===== src/common/ir_keys_pkg.sv =====
package ir_keys_pkg;

    // Remote key codes
    localparam logic [7:0] KEY_CAM      = 8'h0f;
    localparam logic [7:0] KEY_IR       = 8'h13;
    localparam logic [7:0] KEY_IDLE     = 8'h10;
    localparam logic [7:0] KEY_STOP     = 8'h0c;
    localparam logic [7:0] KEY_LEFT     = 8'h07;
    localparam logic [7:0] KEY_RIGHT    = 8'h09;
    localparam logic [7:0] KEY_FAST     = 8'h02;
    localparam logic [7:0] KEY_MEDIUM   = 8'h05;
    localparam logic [7:0] KEY_SLOW     = 8'h08;
    localparam logic [7:0] KEY_REVERSE  = 8'h00;
    localparam logic [7:0] KEY_LREVERSE = 8'h11;
    localparam logic [7:0] KEY_RREVERSE = 8'h17;

    localparam logic [7:0] KEY_NONE     = 8'hff;   // Nothing held

    // Cruise speed selector
    typedef enum logic [1:0] {
        spd_slow   = 2'b00,
        spd_medium = 2'b01,
        spd_fast   = 2'b10,
        spd_halt   = 2'b11
    } speed_t;

endpackage


===== src/common/robot_pkg.sv =====
package robot_pkg;

    // Operating mode of the car
    typedef enum logic [1:0] {
        mode_idle = 2'b00,
        mode_cam  = 2'b01,
        mode_ir   = 2'b10
    } mode_t;

    // Sub-state while following the camera
    typedef enum logic [1:0] {
        cam_search = 2'b00,
        cam_follow = 2'b01,
        cam_pause  = 2'b11              // Not in camera mode
    } cam_state_t;

    typedef enum logic [3:0] {
        cmd_stop     = 4'd0,
        cmd_left     = 4'd1,
        cmd_right    = 4'd2,
        cmd_slow     = 4'd3,
        cmd_medium   = 4'd4,
        cmd_fast     = 4'd5,
        cmd_reverse  = 4'd6,
        cmd_lreverse = 4'd7,
        cmd_rreverse = 4'd8,
        cmd_hard_l   = 4'd9,
        cmd_hard_r   = 4'd10
    } drive_cmd_t;

    typedef enum logic {
        dir_fwd = 1'b0,
        dir_bwd = 1'b1
    } motor_dir_t;

    // Target direction reported by the camera tracker
    typedef enum logic [2:0] {
        cdir_none   = 3'd0,
        cdir_left   = 3'd1,
        cdir_right  = 3'd2,
        cdir_center = 3'd3
    } cam_dir_t;

endpackage


===== src/hdl/ir_key_hold.sv =====
`timescale 1ns/100ps

module ir_key_hold
    import ir_keys_pkg::*;
#(
    parameter int HOLD_CYCLES = 5_000_000
) (
    input  logic       clk_50,
    input  logic       rst_n,
    input  logic       key_valid,
    input  logic [7:0] key_code,
    output logic [7:0] key_held
);

    localparam int CW = $clog2(HOLD_CYCLES + 1);

    logic [CW-1:0] hold_cnt;

    // A strobe reloads the key and the timer so a repeated key stays pressed
    always_ff @(posedge clk_50) begin
        if (!rst_n) begin
            key_held <= KEY_NONE;
            hold_cnt <= '0;
        end else if (key_valid) begin
            key_held <= key_code;
            hold_cnt <= CW'(HOLD_CYCLES);
        end else if (hold_cnt != '0) begin
            hold_cnt <= hold_cnt - 1'b1;
            if (hold_cnt == CW'(1)) begin
                key_held <= KEY_NONE;          // Hold time over
            end
        end
    end

endmodule


===== src/hdl/motor_pwm.sv =====
`timescale 1ns/100ps

module motor_pwm
    import robot_pkg::*;
#(
    parameter int PWM_PERIOD = 2000
) (
    input  logic       clk_50,
    input  logic       rst_n,
    input  drive_cmd_t drive_cmd,
    output logic       pwm_left,
    output logic       pwm_right,
    output motor_dir_t dir_left,
    output motor_dir_t dir_right
);

    localparam int W = $clog2(PWM_PERIOD + 1);
    localparam logic [W-1:0] QUARTER = W'(PWM_PERIOD / 4);
    localparam logic [W-1:0] LAST    = W'(PWM_PERIOD - 1);

    logic [1:0]   quarters_l;
    logic [1:0]   quarters_r;
    motor_dir_t   dir_l_nxt;
    motor_dir_t   dir_r_nxt;
    logic [W-1:0] cnt;
    logic [W-1:0] duty_l;
    logic [W-1:0] duty_r;

    always_comb begin
        quarters_l = 2'd0;
        quarters_r = 2'd0;
        dir_l_nxt  = dir_fwd;
        dir_r_nxt  = dir_fwd;
        case (drive_cmd)
            cmd_slow:   begin quarters_l = 2'd1; quarters_r = 2'd1; end
            cmd_medium: begin quarters_l = 2'd2; quarters_r = 2'd2; end
            cmd_fast:   begin quarters_l = 2'd3; quarters_r = 2'd3; end
            cmd_left:   quarters_r = 2'd2;               // Only the right wheel turns
            cmd_right:  quarters_l = 2'd2;
            cmd_reverse: begin
                quarters_l = 2'd2;
                quarters_r = 2'd2;
                dir_l_nxt  = dir_bwd;
                dir_r_nxt  = dir_bwd;
            end
            cmd_lreverse: begin
                quarters_r = 2'd2;
                dir_l_nxt  = dir_bwd;
                dir_r_nxt  = dir_bwd;
            end
            cmd_rreverse: begin
                quarters_l = 2'd2;
                dir_l_nxt  = dir_bwd;
                dir_r_nxt  = dir_bwd;
            end
            cmd_hard_l: begin                        // Spin in place
                quarters_l = 2'd3;
                quarters_r = 2'd3;
                dir_l_nxt  = dir_bwd;
            end
            cmd_hard_r: begin
                quarters_l = 2'd3;
                quarters_r = 2'd3;
                dir_r_nxt  = dir_bwd;
            end
            default: ;                               // Stop
        endcase
    end

    always_ff @(posedge clk_50) begin
        if (!rst_n) begin
            cnt       <= '0;
            duty_l    <= '0;
            duty_r    <= '0;
            dir_left  <= dir_fwd;
            dir_right <= dir_fwd;
        end else begin
            dir_left  <= dir_l_nxt;
            dir_right <= dir_r_nxt;
            if (cnt == LAST) begin
                cnt    <= '0;
                duty_l <= W'(quarters_l) * QUARTER;  // New duty from next period
                duty_r <= W'(quarters_r) * QUARTER;
            end else begin
                cnt <= cnt + 1'b1;
            end
        end
    end

    assign pwm_left  = (cnt < duty_l);
    assign pwm_right = (cnt < duty_r);

    duty_in_range: assert property (
        @(posedge clk_50) disable iff (!rst_n)
        (duty_l <= W'(PWM_PERIOD)) && (duty_r <= W'(PWM_PERIOD))
    );

endmodule


===== src/hdl/robot_top.sv =====
`timescale 1ns/100ps

module robot_top
    import robot_pkg::*;
    import ir_keys_pkg::*;
#(
    parameter int HOLD_CYCLES = 5_000_000,   // About 100 ms at 50 MHz
    parameter int PWM_PERIOD  = 2000
) (
    input  logic       clk_50,
    input  logic       rst_n,
    input  logic       key_valid,
    input  logic [7:0] key_code,
    input  cam_dir_t   cam_dir,
    input  logic       orange_detected,
    input  speed_t     speed,
    output logic       pwm_left,
    output logic       pwm_right,
    output motor_dir_t dir_left,
    output motor_dir_t dir_right,
    output mode_t      mode,
    output cam_state_t cam_state,
    output drive_cmd_t drive_cmd,
    output logic [6:0] hex0,
    output logic [6:0] hex1,
    output logic [6:0] hex2,
    output logic [6:0] hex3,
    output logic [6:0] hex4,
    output logic [6:0] hex6,
    output logic [6:0] hex7
);

    logic [7:0] key_held;

    ir_key_hold #(
        .HOLD_CYCLES(HOLD_CYCLES)
    ) i_ir_key_hold (
        .clk_50   (clk_50),
        .rst_n    (rst_n),
        .key_valid(key_valid),
        .key_code (key_code),
        .key_held (key_held)
    );

    mode_fsm i_mode_fsm (
        .clk_50         (clk_50),
        .rst_n          (rst_n),
        .key_held       (key_held),
        .cam_dir        (cam_dir),
        .orange_detected(orange_detected),
        .speed          (speed),
        .mode           (mode),
        .cam_state      (cam_state),
        .drive_cmd      (drive_cmd)
    );

    motor_pwm #(
        .PWM_PERIOD(PWM_PERIOD)
    ) i_motor_pwm (
        .clk_50   (clk_50),
        .rst_n    (rst_n),
        .drive_cmd(drive_cmd),
        .pwm_left (pwm_left),
        .pwm_right(pwm_right),
        .dir_left (dir_left),
        .dir_right(dir_right)
    );

    seg_display i_seg_display (
        .mode     (mode),
        .cam_state(cam_state),
        .drive_cmd(drive_cmd),
        .hex0     (hex0),
        .hex1     (hex1),
        .hex2     (hex2),
        .hex3     (hex3),
        .hex4     (hex4),
        .hex6     (hex6),
        .hex7     (hex7)
    );

endmodule


===== src/hdl/seg_display.sv =====
`timescale 1ns/100ps

module seg_display
    import robot_pkg::*;
(
    input  mode_t      mode,
    input  cam_state_t cam_state,
    input  drive_cmd_t drive_cmd,
    output logic [6:0] hex0,
    output logic [6:0] hex1,
    output logic [6:0] hex2,
    output logic [6:0] hex3,
    output logic [6:0] hex4,
    output logic [6:0] hex6,
    output logic [6:0] hex7
);

    // Active-low segments, bit 6 is segment g
    localparam logic [6:0] SEG_A     = 7'b0001000;
    localparam logic [6:0] SEG_C     = 7'b1000110;
    localparam logic [6:0] SEG_D     = 7'b0100001;
    localparam logic [6:0] SEG_E     = 7'b0000110;
    localparam logic [6:0] SEG_F     = 7'b0001110;
    localparam logic [6:0] SEG_G     = 7'b0000010;
    localparam logic [6:0] SEG_H     = 7'b0001001;
    localparam logic [6:0] SEG_I     = 7'b1111001;
    localparam logic [6:0] SEG_L     = 7'b1000111;
    localparam logic [6:0] SEG_O     = 7'b1000000;
    localparam logic [6:0] SEG_P     = 7'b0001100;
    localparam logic [6:0] SEG_R     = 7'b0101111;
    localparam logic [6:0] SEG_S     = 7'b0010010;
    localparam logic [6:0] SEG_T     = 7'b0001111;
    localparam logic [6:0] SEG_1     = 7'b1111001;
    localparam logic [6:0] SEG_2     = 7'b0100100;
    localparam logic [6:0] SEG_3     = 7'b0110000;
    localparam logic [6:0] SEG_BLANK = 7'b1111111;

    always_comb begin
        case (mode)
            mode_idle: {hex7, hex6} = {SEG_I, SEG_D};
            mode_cam:  {hex7, hex6} = {SEG_C, SEG_A};
            mode_ir:   {hex7, hex6} = {SEG_I, SEG_R};
            default:   {hex7, hex6} = {SEG_BLANK, SEG_BLANK};
        endcase
    end

    always_comb begin
        case (cam_state)
            cam_search: hex4 = SEG_S;
            cam_follow: hex4 = SEG_F;
            cam_pause:  hex4 = SEG_P;
            default:    hex4 = SEG_BLANK;
        endcase
    end

    // Command word on hex3..hex0, reverse and spin commands stay dark
    always_comb begin
        case (drive_cmd)
            cmd_left:   {hex3, hex2, hex1, hex0} = {SEG_L, SEG_E, SEG_F, SEG_T};
            cmd_right:  {hex3, hex2, hex1, hex0} = {SEG_R, SEG_G, SEG_H, SEG_T};
            cmd_slow:   {hex3, hex2, hex1, hex0} = {SEG_S, SEG_P, SEG_BLANK, SEG_1};
            cmd_medium: {hex3, hex2, hex1, hex0} = {SEG_S, SEG_P, SEG_BLANK, SEG_2};
            cmd_fast:   {hex3, hex2, hex1, hex0} = {SEG_S, SEG_P, SEG_BLANK, SEG_3};
            cmd_stop:   {hex3, hex2, hex1, hex0} = {SEG_S, SEG_T, SEG_O, SEG_P};
            default:    {hex3, hex2, hex1, hex0} = {4{SEG_BLANK}};
        endcase
    end

endmodule


===== src/mode_fsm/mode_fsm.sv =====
`timescale 1ns/100ps

module mode_fsm
    import robot_pkg::*;
    import ir_keys_pkg::*;
(
    input  logic       clk_50,
    input  logic       rst_n,
    input  logic [7:0] key_held,
    input  cam_dir_t   cam_dir,
    input  logic       orange_detected,
    input  speed_t     speed,
    output mode_t      mode,
    output cam_state_t cam_state,
    output drive_cmd_t drive_cmd
);

    mode_t      next_mode;
    cam_state_t next_cam;
    drive_cmd_t next_cmd;

    always_comb begin
        case (key_held)
            KEY_CAM:  next_mode = mode_cam;
            KEY_IR:   next_mode = mode_ir;
            KEY_IDLE: next_mode = mode_idle;
            default:  next_mode = mode;      // Other keys keep the mode
        endcase
    end

    always_comb begin
        if (next_mode != mode_cam) begin
            next_cam = cam_pause;
        end else begin
            case (cam_state)
                cam_search, cam_follow: next_cam = orange_detected ? cam_follow : cam_search;
                default:    next_cam = cam_search;   // Just entered camera mode
            endcase
        end
    end

    always_comb begin
        next_cmd = cmd_stop;
        case (next_mode)
            mode_cam: begin
                if (speed == spd_halt) begin
                    next_cmd = cmd_stop;
                end else if (cam_dir == cdir_right) begin
                    next_cmd = cmd_right;
                end else if (cam_dir == cdir_left) begin
                    next_cmd = cmd_left;
                end else if (next_cam == cam_follow && cam_dir == cdir_center) begin
                    case (speed)
                        spd_slow:   next_cmd = cmd_slow;
                        spd_medium: next_cmd = cmd_medium;
                        spd_fast:   next_cmd = cmd_fast;
                        default:    next_cmd = cmd_stop;
                    endcase
                end
            end
            mode_ir: begin
                if (speed == spd_halt) begin
                    next_cmd = cmd_stop;
                end else if (orange_detected) begin
                    // Steer away from the obstacle
                    case (cam_dir)
                        cdir_right:  next_cmd = cmd_hard_l;
                        cdir_left:   next_cmd = cmd_hard_r;
                        cdir_center: next_cmd = cmd_reverse;
                        default:     next_cmd = cmd_stop;
                    endcase
                end else begin
                    case (key_held)
                        KEY_LEFT:     next_cmd = cmd_left;
                        KEY_RIGHT:    next_cmd = cmd_right;
                        KEY_FAST:     next_cmd = cmd_fast;
                        KEY_MEDIUM:   next_cmd = cmd_medium;
                        KEY_SLOW:     next_cmd = cmd_slow;
                        KEY_REVERSE:  next_cmd = cmd_reverse;
                        KEY_LREVERSE: next_cmd = cmd_lreverse;
                        KEY_RREVERSE: next_cmd = cmd_rreverse;
                        default:      next_cmd = cmd_stop;   // KEY_STOP and the rest
                    endcase
                end
            end
            default: next_cmd = cmd_stop;
        endcase
    end

    always_ff @(posedge clk_50) begin
        if (!rst_n) begin
            mode      <= mode_idle;
            cam_state <= cam_pause;
            drive_cmd <= cmd_stop;
        end else begin
            mode      <= next_mode;
            cam_state <= next_cam;
            drive_cmd <= next_cmd;
        end
    end

    pause_outside_cam: assert property (
        @(posedge clk_50) disable iff (!rst_n)
        (mode != mode_cam) |-> (cam_state == cam_pause)
    );

    stop_in_idle: assert property (
        @(posedge clk_50) disable iff (!rst_n)
        (mode == mode_idle) |-> (drive_cmd == cmd_stop)
    );

endmodule


===== config.mk =====
export PLATFORM = sky130hd
export DESIGN_NAME = robot_top
export DESIGN_NICKNAME = d
export VERILOG_FILES = /design/src/common/ir_keys_pkg.sv /design/src/common/robot_pkg.sv /design/src/hdl/ir_key_hold.sv /design/src/hdl/motor_pwm.sv /design/src/hdl/robot_top.sv /design/src/hdl/seg_display.sv /design/src/mode_fsm/mode_fsm.sv
export SDC_FILE = /design/constraint.sdc
export NUM_CORES = 1
export LEC_CHECK = 0
export BUFFER_PORTS_ARGS = -buffer_cell sky130_fd_sc_hd__buf_2
export CAP_MARGIN = 30
export CORE_ASPECT_RATIO = 1.2
export CORE_UTILIZATION = 40
export DETAILED_ROUTE_END_ITERATION = 7
export HOLD_SLACK_MARGIN = 0.03
export PLACE_DENSITY = 0.66
export SYNTH_ARGS = -nofsm -noshare
export SYNTH_HDL_FRONTEND = slang
export SYNTH_HIERARCHICAL = 1
export SYNTH_SLANG_ARGS = --single-unit

===== constraint.sdc =====
create_clock -name clk_50 -period 2.61 [get_ports clk_50]
set_input_delay 0.3915 -clock clk_50 [delete_from_list [all_inputs] [get_ports clk_50]]
set_output_delay 0.3915 -clock clk_50 [all_outputs]
set_load 0.005 [all_outputs]

# Word-level counts from Yosys, hierarchy flattened
# Memory sizes are Yosys's and may differ from the RTL's. A register that Yosys moved wholly into a read port is not among the register bits.
# Index checks and enable logic that the tools add are counted.
[totals] ff_bits=70 latchBits=0 ramBits=0 rom_bits=128 input_bits=17 out_inout_bits=61 wordCells=102 memories=1
[classes] add_sub_neg=2 multipliers=2 div_mod_pow=0 order_cmp=2 eq_ne=29 n_shift=0 n_mux=32 bitwise_logic=1 n_reduce_logical=22
[mem_list] name="(name not given)" words=32 width=4 read_ports=1 rd_clocked_by_memory_dff=1 wr=0 line="mode_fsm.sv:73" rtl="case (key_held)"
[ops] op="$pmux W7 S3" count=4
[ops] op="$mux W23" count=2
[ops] op="$pmux W7 S5" count=1
[ops] op="$mux W4" count=7
[ops] op="$pmux W7 S4" count=1
[ops] op="$mux W8" count=3
[ops] op="$eq A23 B1 Y1 const B" count=1
[ops] op="$reduce_bool A23 Y1" count=1
[ops] op="$sub A23 B1 Y23 const B" count=1
[ops] op="$lt A11 B11 Y1" count=2
[ops] op="$reduce_or A4 Y1" count=5
[ops] op="$mul A2 B7 Y9 const B" count=2
[ops] op="$pmux W2 S3" count=3
[ops] op="$eq A4 B3 Y1 const B" count=4
[ops] op="$eq A8 B5 Y1 const B" count=2
[ops] op="$eq A4 B4 Y1 const B" count=3
[ops] op="$pmux W4 S3" count=1
[ops] op="$pmux W6 S2" count=1
[ops] op="$add A11 B1 Y11 const B" count=1
[ops] op="$eq A11 B11 Y1 const B" count=1
[ops] op="$eq A2 B1 Y1 const B" count=5
[ops] op="$eq A2 B2 Y1 const B" count=5
[ops] op="$mux W5" count=2
[ops] op="$reduce_or A2 Y1" count=5
[ops] op="other kinds (18)" count=27

# Longest topological paths before layout
[depth] word_depth=11 mapped_depth=10 mapped_depth_nobuf=9

# Modules after synthesis
# The synthesis kept the hierarchy.
[modules_own_cells] mod="motor_pwm" instances=1 cells_per_inst=168 area_each_um2=1531.5 seq_area_each_um2=480.5
[modules_own_cells] mod="ir_key_hold" instances=1 cells_per_inst=163 area_each_um2=1493.9 seq_area_each_um2=620.6
[modules_own_cells] mod="mode_fsm" instances=1 cells_per_inst=77 area_each_um2=641.9 seq_area_each_um2=160.2
[modules_own_cells] mod="seg_display" instances=1 cells_per_inst=67 area_each_um2=461.7 seq_area_each_um2=0.0

# Worst setup path before layout
# Ideal clock, no wire load.
[synth_path] path_kind="flip-flop to flip-flop" start="register i_ir_key_hold.key_held[5]" end="register i_mode_fsm.drive_cmd[0]" setup_ps=58 arrival_ps=2191 required_time_ps=2552 slack_ps=361 path_stages_with_launch=9 path_buffers=0 synth_period_minus_slack_ps=2249 cell_sequence="dfxtp_1 > or3_4 > o41ai_2 > o22ai_1 > ha_1 > nand4bb_1 > or2_2 > nor3b_1 > a211o_1"
[synth_between] elab_chain_cells=11 elab_cells_between_ends=19 classes_between="7 x eq/ne; 10 x mux; 2 x reduce/logical"
[synth_lines] item="start, declared" line="ir_key_hold.sv:12" rtl="output logic [7:0] key_held"
[synth_lines] item="start signal, assigned" line="ir_key_hold.sv:25" rtl="key_held <= key_code;"
[synth_lines] item="$eq A8 B5 Y1 / $eq A8 B4 Y1 (equally long branches)" line="mode_fsm.sv:23" rtl="case (key_held)"
[synth_lines] item="$pmux W2 S3 (*)" line="mode_fsm.sv:23"
[synth_lines] item="via i_mode_fsm.next_mode[1]" line="mode_fsm.sv:18" rtl="mode_t next_mode;"
[synth_lines] item="$ne A2 B1 Y1" line="mode_fsm.sv:32" rtl="if (next_mode != mode_cam) begin"
[synth_lines] item="$mux W2" line="mode_fsm.sv:32"
[synth_lines] item="$eq A2 B1 Y1" line="mode_fsm.sv:52" rtl="end else if (next_cam == cam_follow && cam_dir == cdir_center) begin"
[synth_lines] item="$logic_and A1 B1 Y1" line="mode_fsm.sv:52"
[synth_lines] item="$mux W4" line="mode_fsm.sv:52"
[synth_lines] item="$mux W4" line="mode_fsm.sv:50" rtl="end else if (cam_dir == cdir_left) begin"
[synth_lines] item="$mux W4" line="mode_fsm.sv:48" rtl="end else if (cam_dir == cdir_right) begin"
[synth_lines] item="$mux W4" line="mode_fsm.sv:46" rtl="if (speed == spd_halt) begin"
[synth_lines] item="$pmux W4 S2 (*)" line="mode_fsm.sv:44" rtl="case (next_mode)"
[synth_lines] item="end signal, assigned" line="mode_fsm.sv:94" rtl="drive_cmd <= cmd_stop;"
[synth_lines] item="end signal, assigned" line="mode_fsm.sv:98" rtl="drive_cmd <= next_cmd;"
[synth_lines] item="end, declared" line="mode_fsm.sv:15" rtl="output drive_cmd_t drive_cmd"
# The timed path passes the listed nets; every way through them passes the cells marked *.
# A chain may end at the register's enable or synchronous reset.

# Worst setup path in the final report
# Same ends and word-level chain as after synthesis.

==> impl_metrics.json <==
{
  "status": "completed",
  "clockRootBuffer": "clkbuf_16",
  "period_share_pct": 92.1,
  "clock-sinks": 63,
  "ys_ff_latch": 63,
  "antenna_cells": 0,
  "rows": 40,
  "finalPower_mw": 2.53,
  "num-fill-cells": 986,
  "post_cts_resized": 0,
  "path_cells": "or3_4 -> o41ai_2 -> o22ai_1 -> ha_1 -> nand4bb_1 -> or2_2 -> nor3b_1 -> a211o_1",
  "post_cts_buffers": 0,
  "rsz0062_at_grt": "false",
  "cts_buffer_depth": 2,
  "die_y_um": 113,
  "nNetsFinal": 574,
  "clk_pin_slew_ns": 0.05,
  "grt_overflow": 0,
  "cts_made_buffers": 9,
  "tightest_slew_ns": 0.605,
  "seq_area_frac_synth_pct": 30.5,
  "first_iter_violations": 111,
  "vias": 3418,
  "crit_arrival_ns": 2.67,
  "layout-drive-gt1-share_pct": 22.4,
  "critPathMaxStageDelay_ns": 0.42,
  "design.core.area_um2": 10000,
  "htreeDepth": 3,
  "area_growth_pct": 14.2,
  "crit_required_ns": 2.88,
  "synth_area_um2": 4130,
  "postCtsHoldBufs": 0,
  "io_pins": 78,
  "grt_usage_pct": 15.8,
  "start_util_pct": 41.3,
  "p_leak_nw": 2.07,
  "dr.pass1.iters": 4,
  "synth_top_cell_by_area": "dfxtp_1",
  "synth_top_area_share_pct": 30.5,
  "fin_worst_skew_ns": 0.00225,
  "p_per_area_nw_per_um2": 537,
  "cp-end-kind": "flip-flop",
  "setup_viol": 0,
  "avgSynthCellArea_um2": 8.69,
  "die_area_um2": 10700,
  "tritoncts": "yes",
  "fin_tns_setup_ns": 0,
  "slowest_stage": "or3_4",
  "synth_ff_type": "dfxtp_1",
  "crit_type": "flip-flop to flip-flop",
  "crit_fanout": 5,
  "viasPerCell": 5.20,
  "ys_types": 76,
  "synth_edf_count": 0,
  "slew_violations": 0,
  "gp_congestion": 0.787,
  "drv_cap": 0,
  "fp.dieW_um": 94.7,
  "final_common_cell": "buf_2",
  "period_needed_ns": 2.40,
  "io_buffer_count": 75,
  "grt_pass1_wl_um": 13500,
  "fmax_ghz": 0.416,
  "insertion_delay_ns": 0.32,
  "final_hold_viol_count": 0,
  "wl_per_cell_um": 12.5,
  "routed_wirelength_um": 8240,
  "synthCells": 475,
  "ir_drop_mv": 0.384,
  "dpl.hpwl_um": 5910,
  "synth_area_leaders": "dfxtp_1 31%, ha_1 9.1%, buf_4 4.2%",
  "drc": 0,
  "synth_async_sr_flop_share_pct": 0,
  "layout_common_cells": "75 x buf_2, 63 x dfxtp_1, 42 x nand2_1",
  "grt_pass1_vias": 3109,
  "yosysWarnings": 6,
  "slew_headroom_pct": 59.3,
  "antenna_violating_nets_post_route": 0,
  "crit_path_start_kind": "flip-flop",
  "hp-class": "input port to flip-flop",
  "grt_max_degree": 39,
  "antenna_found_initial": 0
}
## worst max-delay path: cells and delay by family, from the launching register on
| family | cells | cell delay, ns |
|---|---|---|
| DFF | 1 | 0.32 |
| and+or+nand+nor | 4 | 1.19 |
| adders and majority gates | 1 | 0.31 |
| AOI/OAI and AO/OA | 3 | 0.54 |
## synth_stat cells, drive strengths merged, types with 6 or more instances
| cell type | number |
|---|---|
| a21boi | 6 |
| nor2b | 7 |
| nor3 | 12 |
| a21oi | 7 |
| and2 | 6 |
| nand2 | 43 |
| inv | 32 |
| nand3 | 14 |
| nand2b | 8 |
| o21ai | 15 |
| nor4 | 6 |
| nor2 | 38 |
| buf | 31 |
| o211ai | 10 |
| or3 | 6 |
| xor2 | 17 |
| a21o | 8 |
| clkbuf | 10 |
| xnor2 | 16 |
| ha | 30 |
| o22ai | 10 |
| dfxtp | 63 |
## state kept, by name, summed over array words and instances (netlist names), 2 cells and up
register                flops
i_mode_fsm/drive_cmd        4
i_mode_fsm/cam_state        2
i_motor_pwm/duty_r          6
i_motor_pwm/cnt            11
i_ir_key_hold/key_held      8
i_motor_pwm/duty_l          5
i_mode_fsm/mode             2
i_ir_key_hold/hold_cnt     23
## power breakdown
group	total (mW)	internal, mW	switching (mW)
sequential	1.05	1.00	0.0487
clock	1.19	0.783	0.404
combinational	0.294	0.127	0.167
## layer usage
layer  track usage (%)  wire length (um)  up-vias  part of all wire [%]
li1                  -                 -     1761                     -
met1              18.2              3850     1594                    47
met2              27.8              4020       52                    49
met3              3.09               253       11                   3.1
met4              6.77               115        0                   1.4
met5                 0                 0        -                     0
## logic make-up after synthesis
logic type / count (synthesis) / share of synthesized area [%]
other cells: 1 / 0.0908
buf+inv: 73 / 10.0
flops: 63 / 30.5
fa+ha+maj: 30 / 9.09
xor+xnor: 33 / 7.45
compound gates: 97 / 17.9
simple gates: 177 / 24.7
mux: 1 / 0.242
## cell type report
cell class / count / area (um2) / share of cell area [%]
repair buffers: 81 / 420 / 8.91
multi-input cells: 340 / 2460 / 52.1
well taps: 126 / 158 / 3.34
inverters: 32 / 120 / 2.55
clock buffers: 12 / 256 / 5.44
flip-flops and latches: 63 / 1260 / 26.7
clock inverters: 3 / 42.5 / 0.902
## final timing paths
path              cells past startpoint                 startpoint  slack (ns)                        end
hold reg to reg                       1         i_motor_pwm/cnt[0]        0.46         i_motor_pwm/cnt[0]
setup reg to reg                      8  i_ir_key_hold/key_held[5]        0.21    i_mode_fsm/drive_cmd[0]
setup / recovery                      8  i_ir_key_hold/key_held[5]        0.21    i_mode_fsm/drive_cmd[0]
hold / removal                        3                key_code[1]        0.29  i_ir_key_hold/key_held[1]
## stage by stage
step | instance area [um2] | setup WS, ns | util, % | std cells | hold slack, ns
finish | 4720 | 0.206 | 47.1 | 657 | 0.290
global route | 4720 | 0.0733 | 47.1 | 657 | 0.297
CTS | 4720 | 0.187 | 47.1 | 657 | 0.280
detailed placement | 4420 | 0.199 | 44.1 | 642 | 0.451
global placement | 4420 | 0.259 | 44.1 | 642 | 0.445
floorplan | 4130 | 0.361 | - | 476 | 0.429
Note: power is estimated with default switching activity, not from simulation.
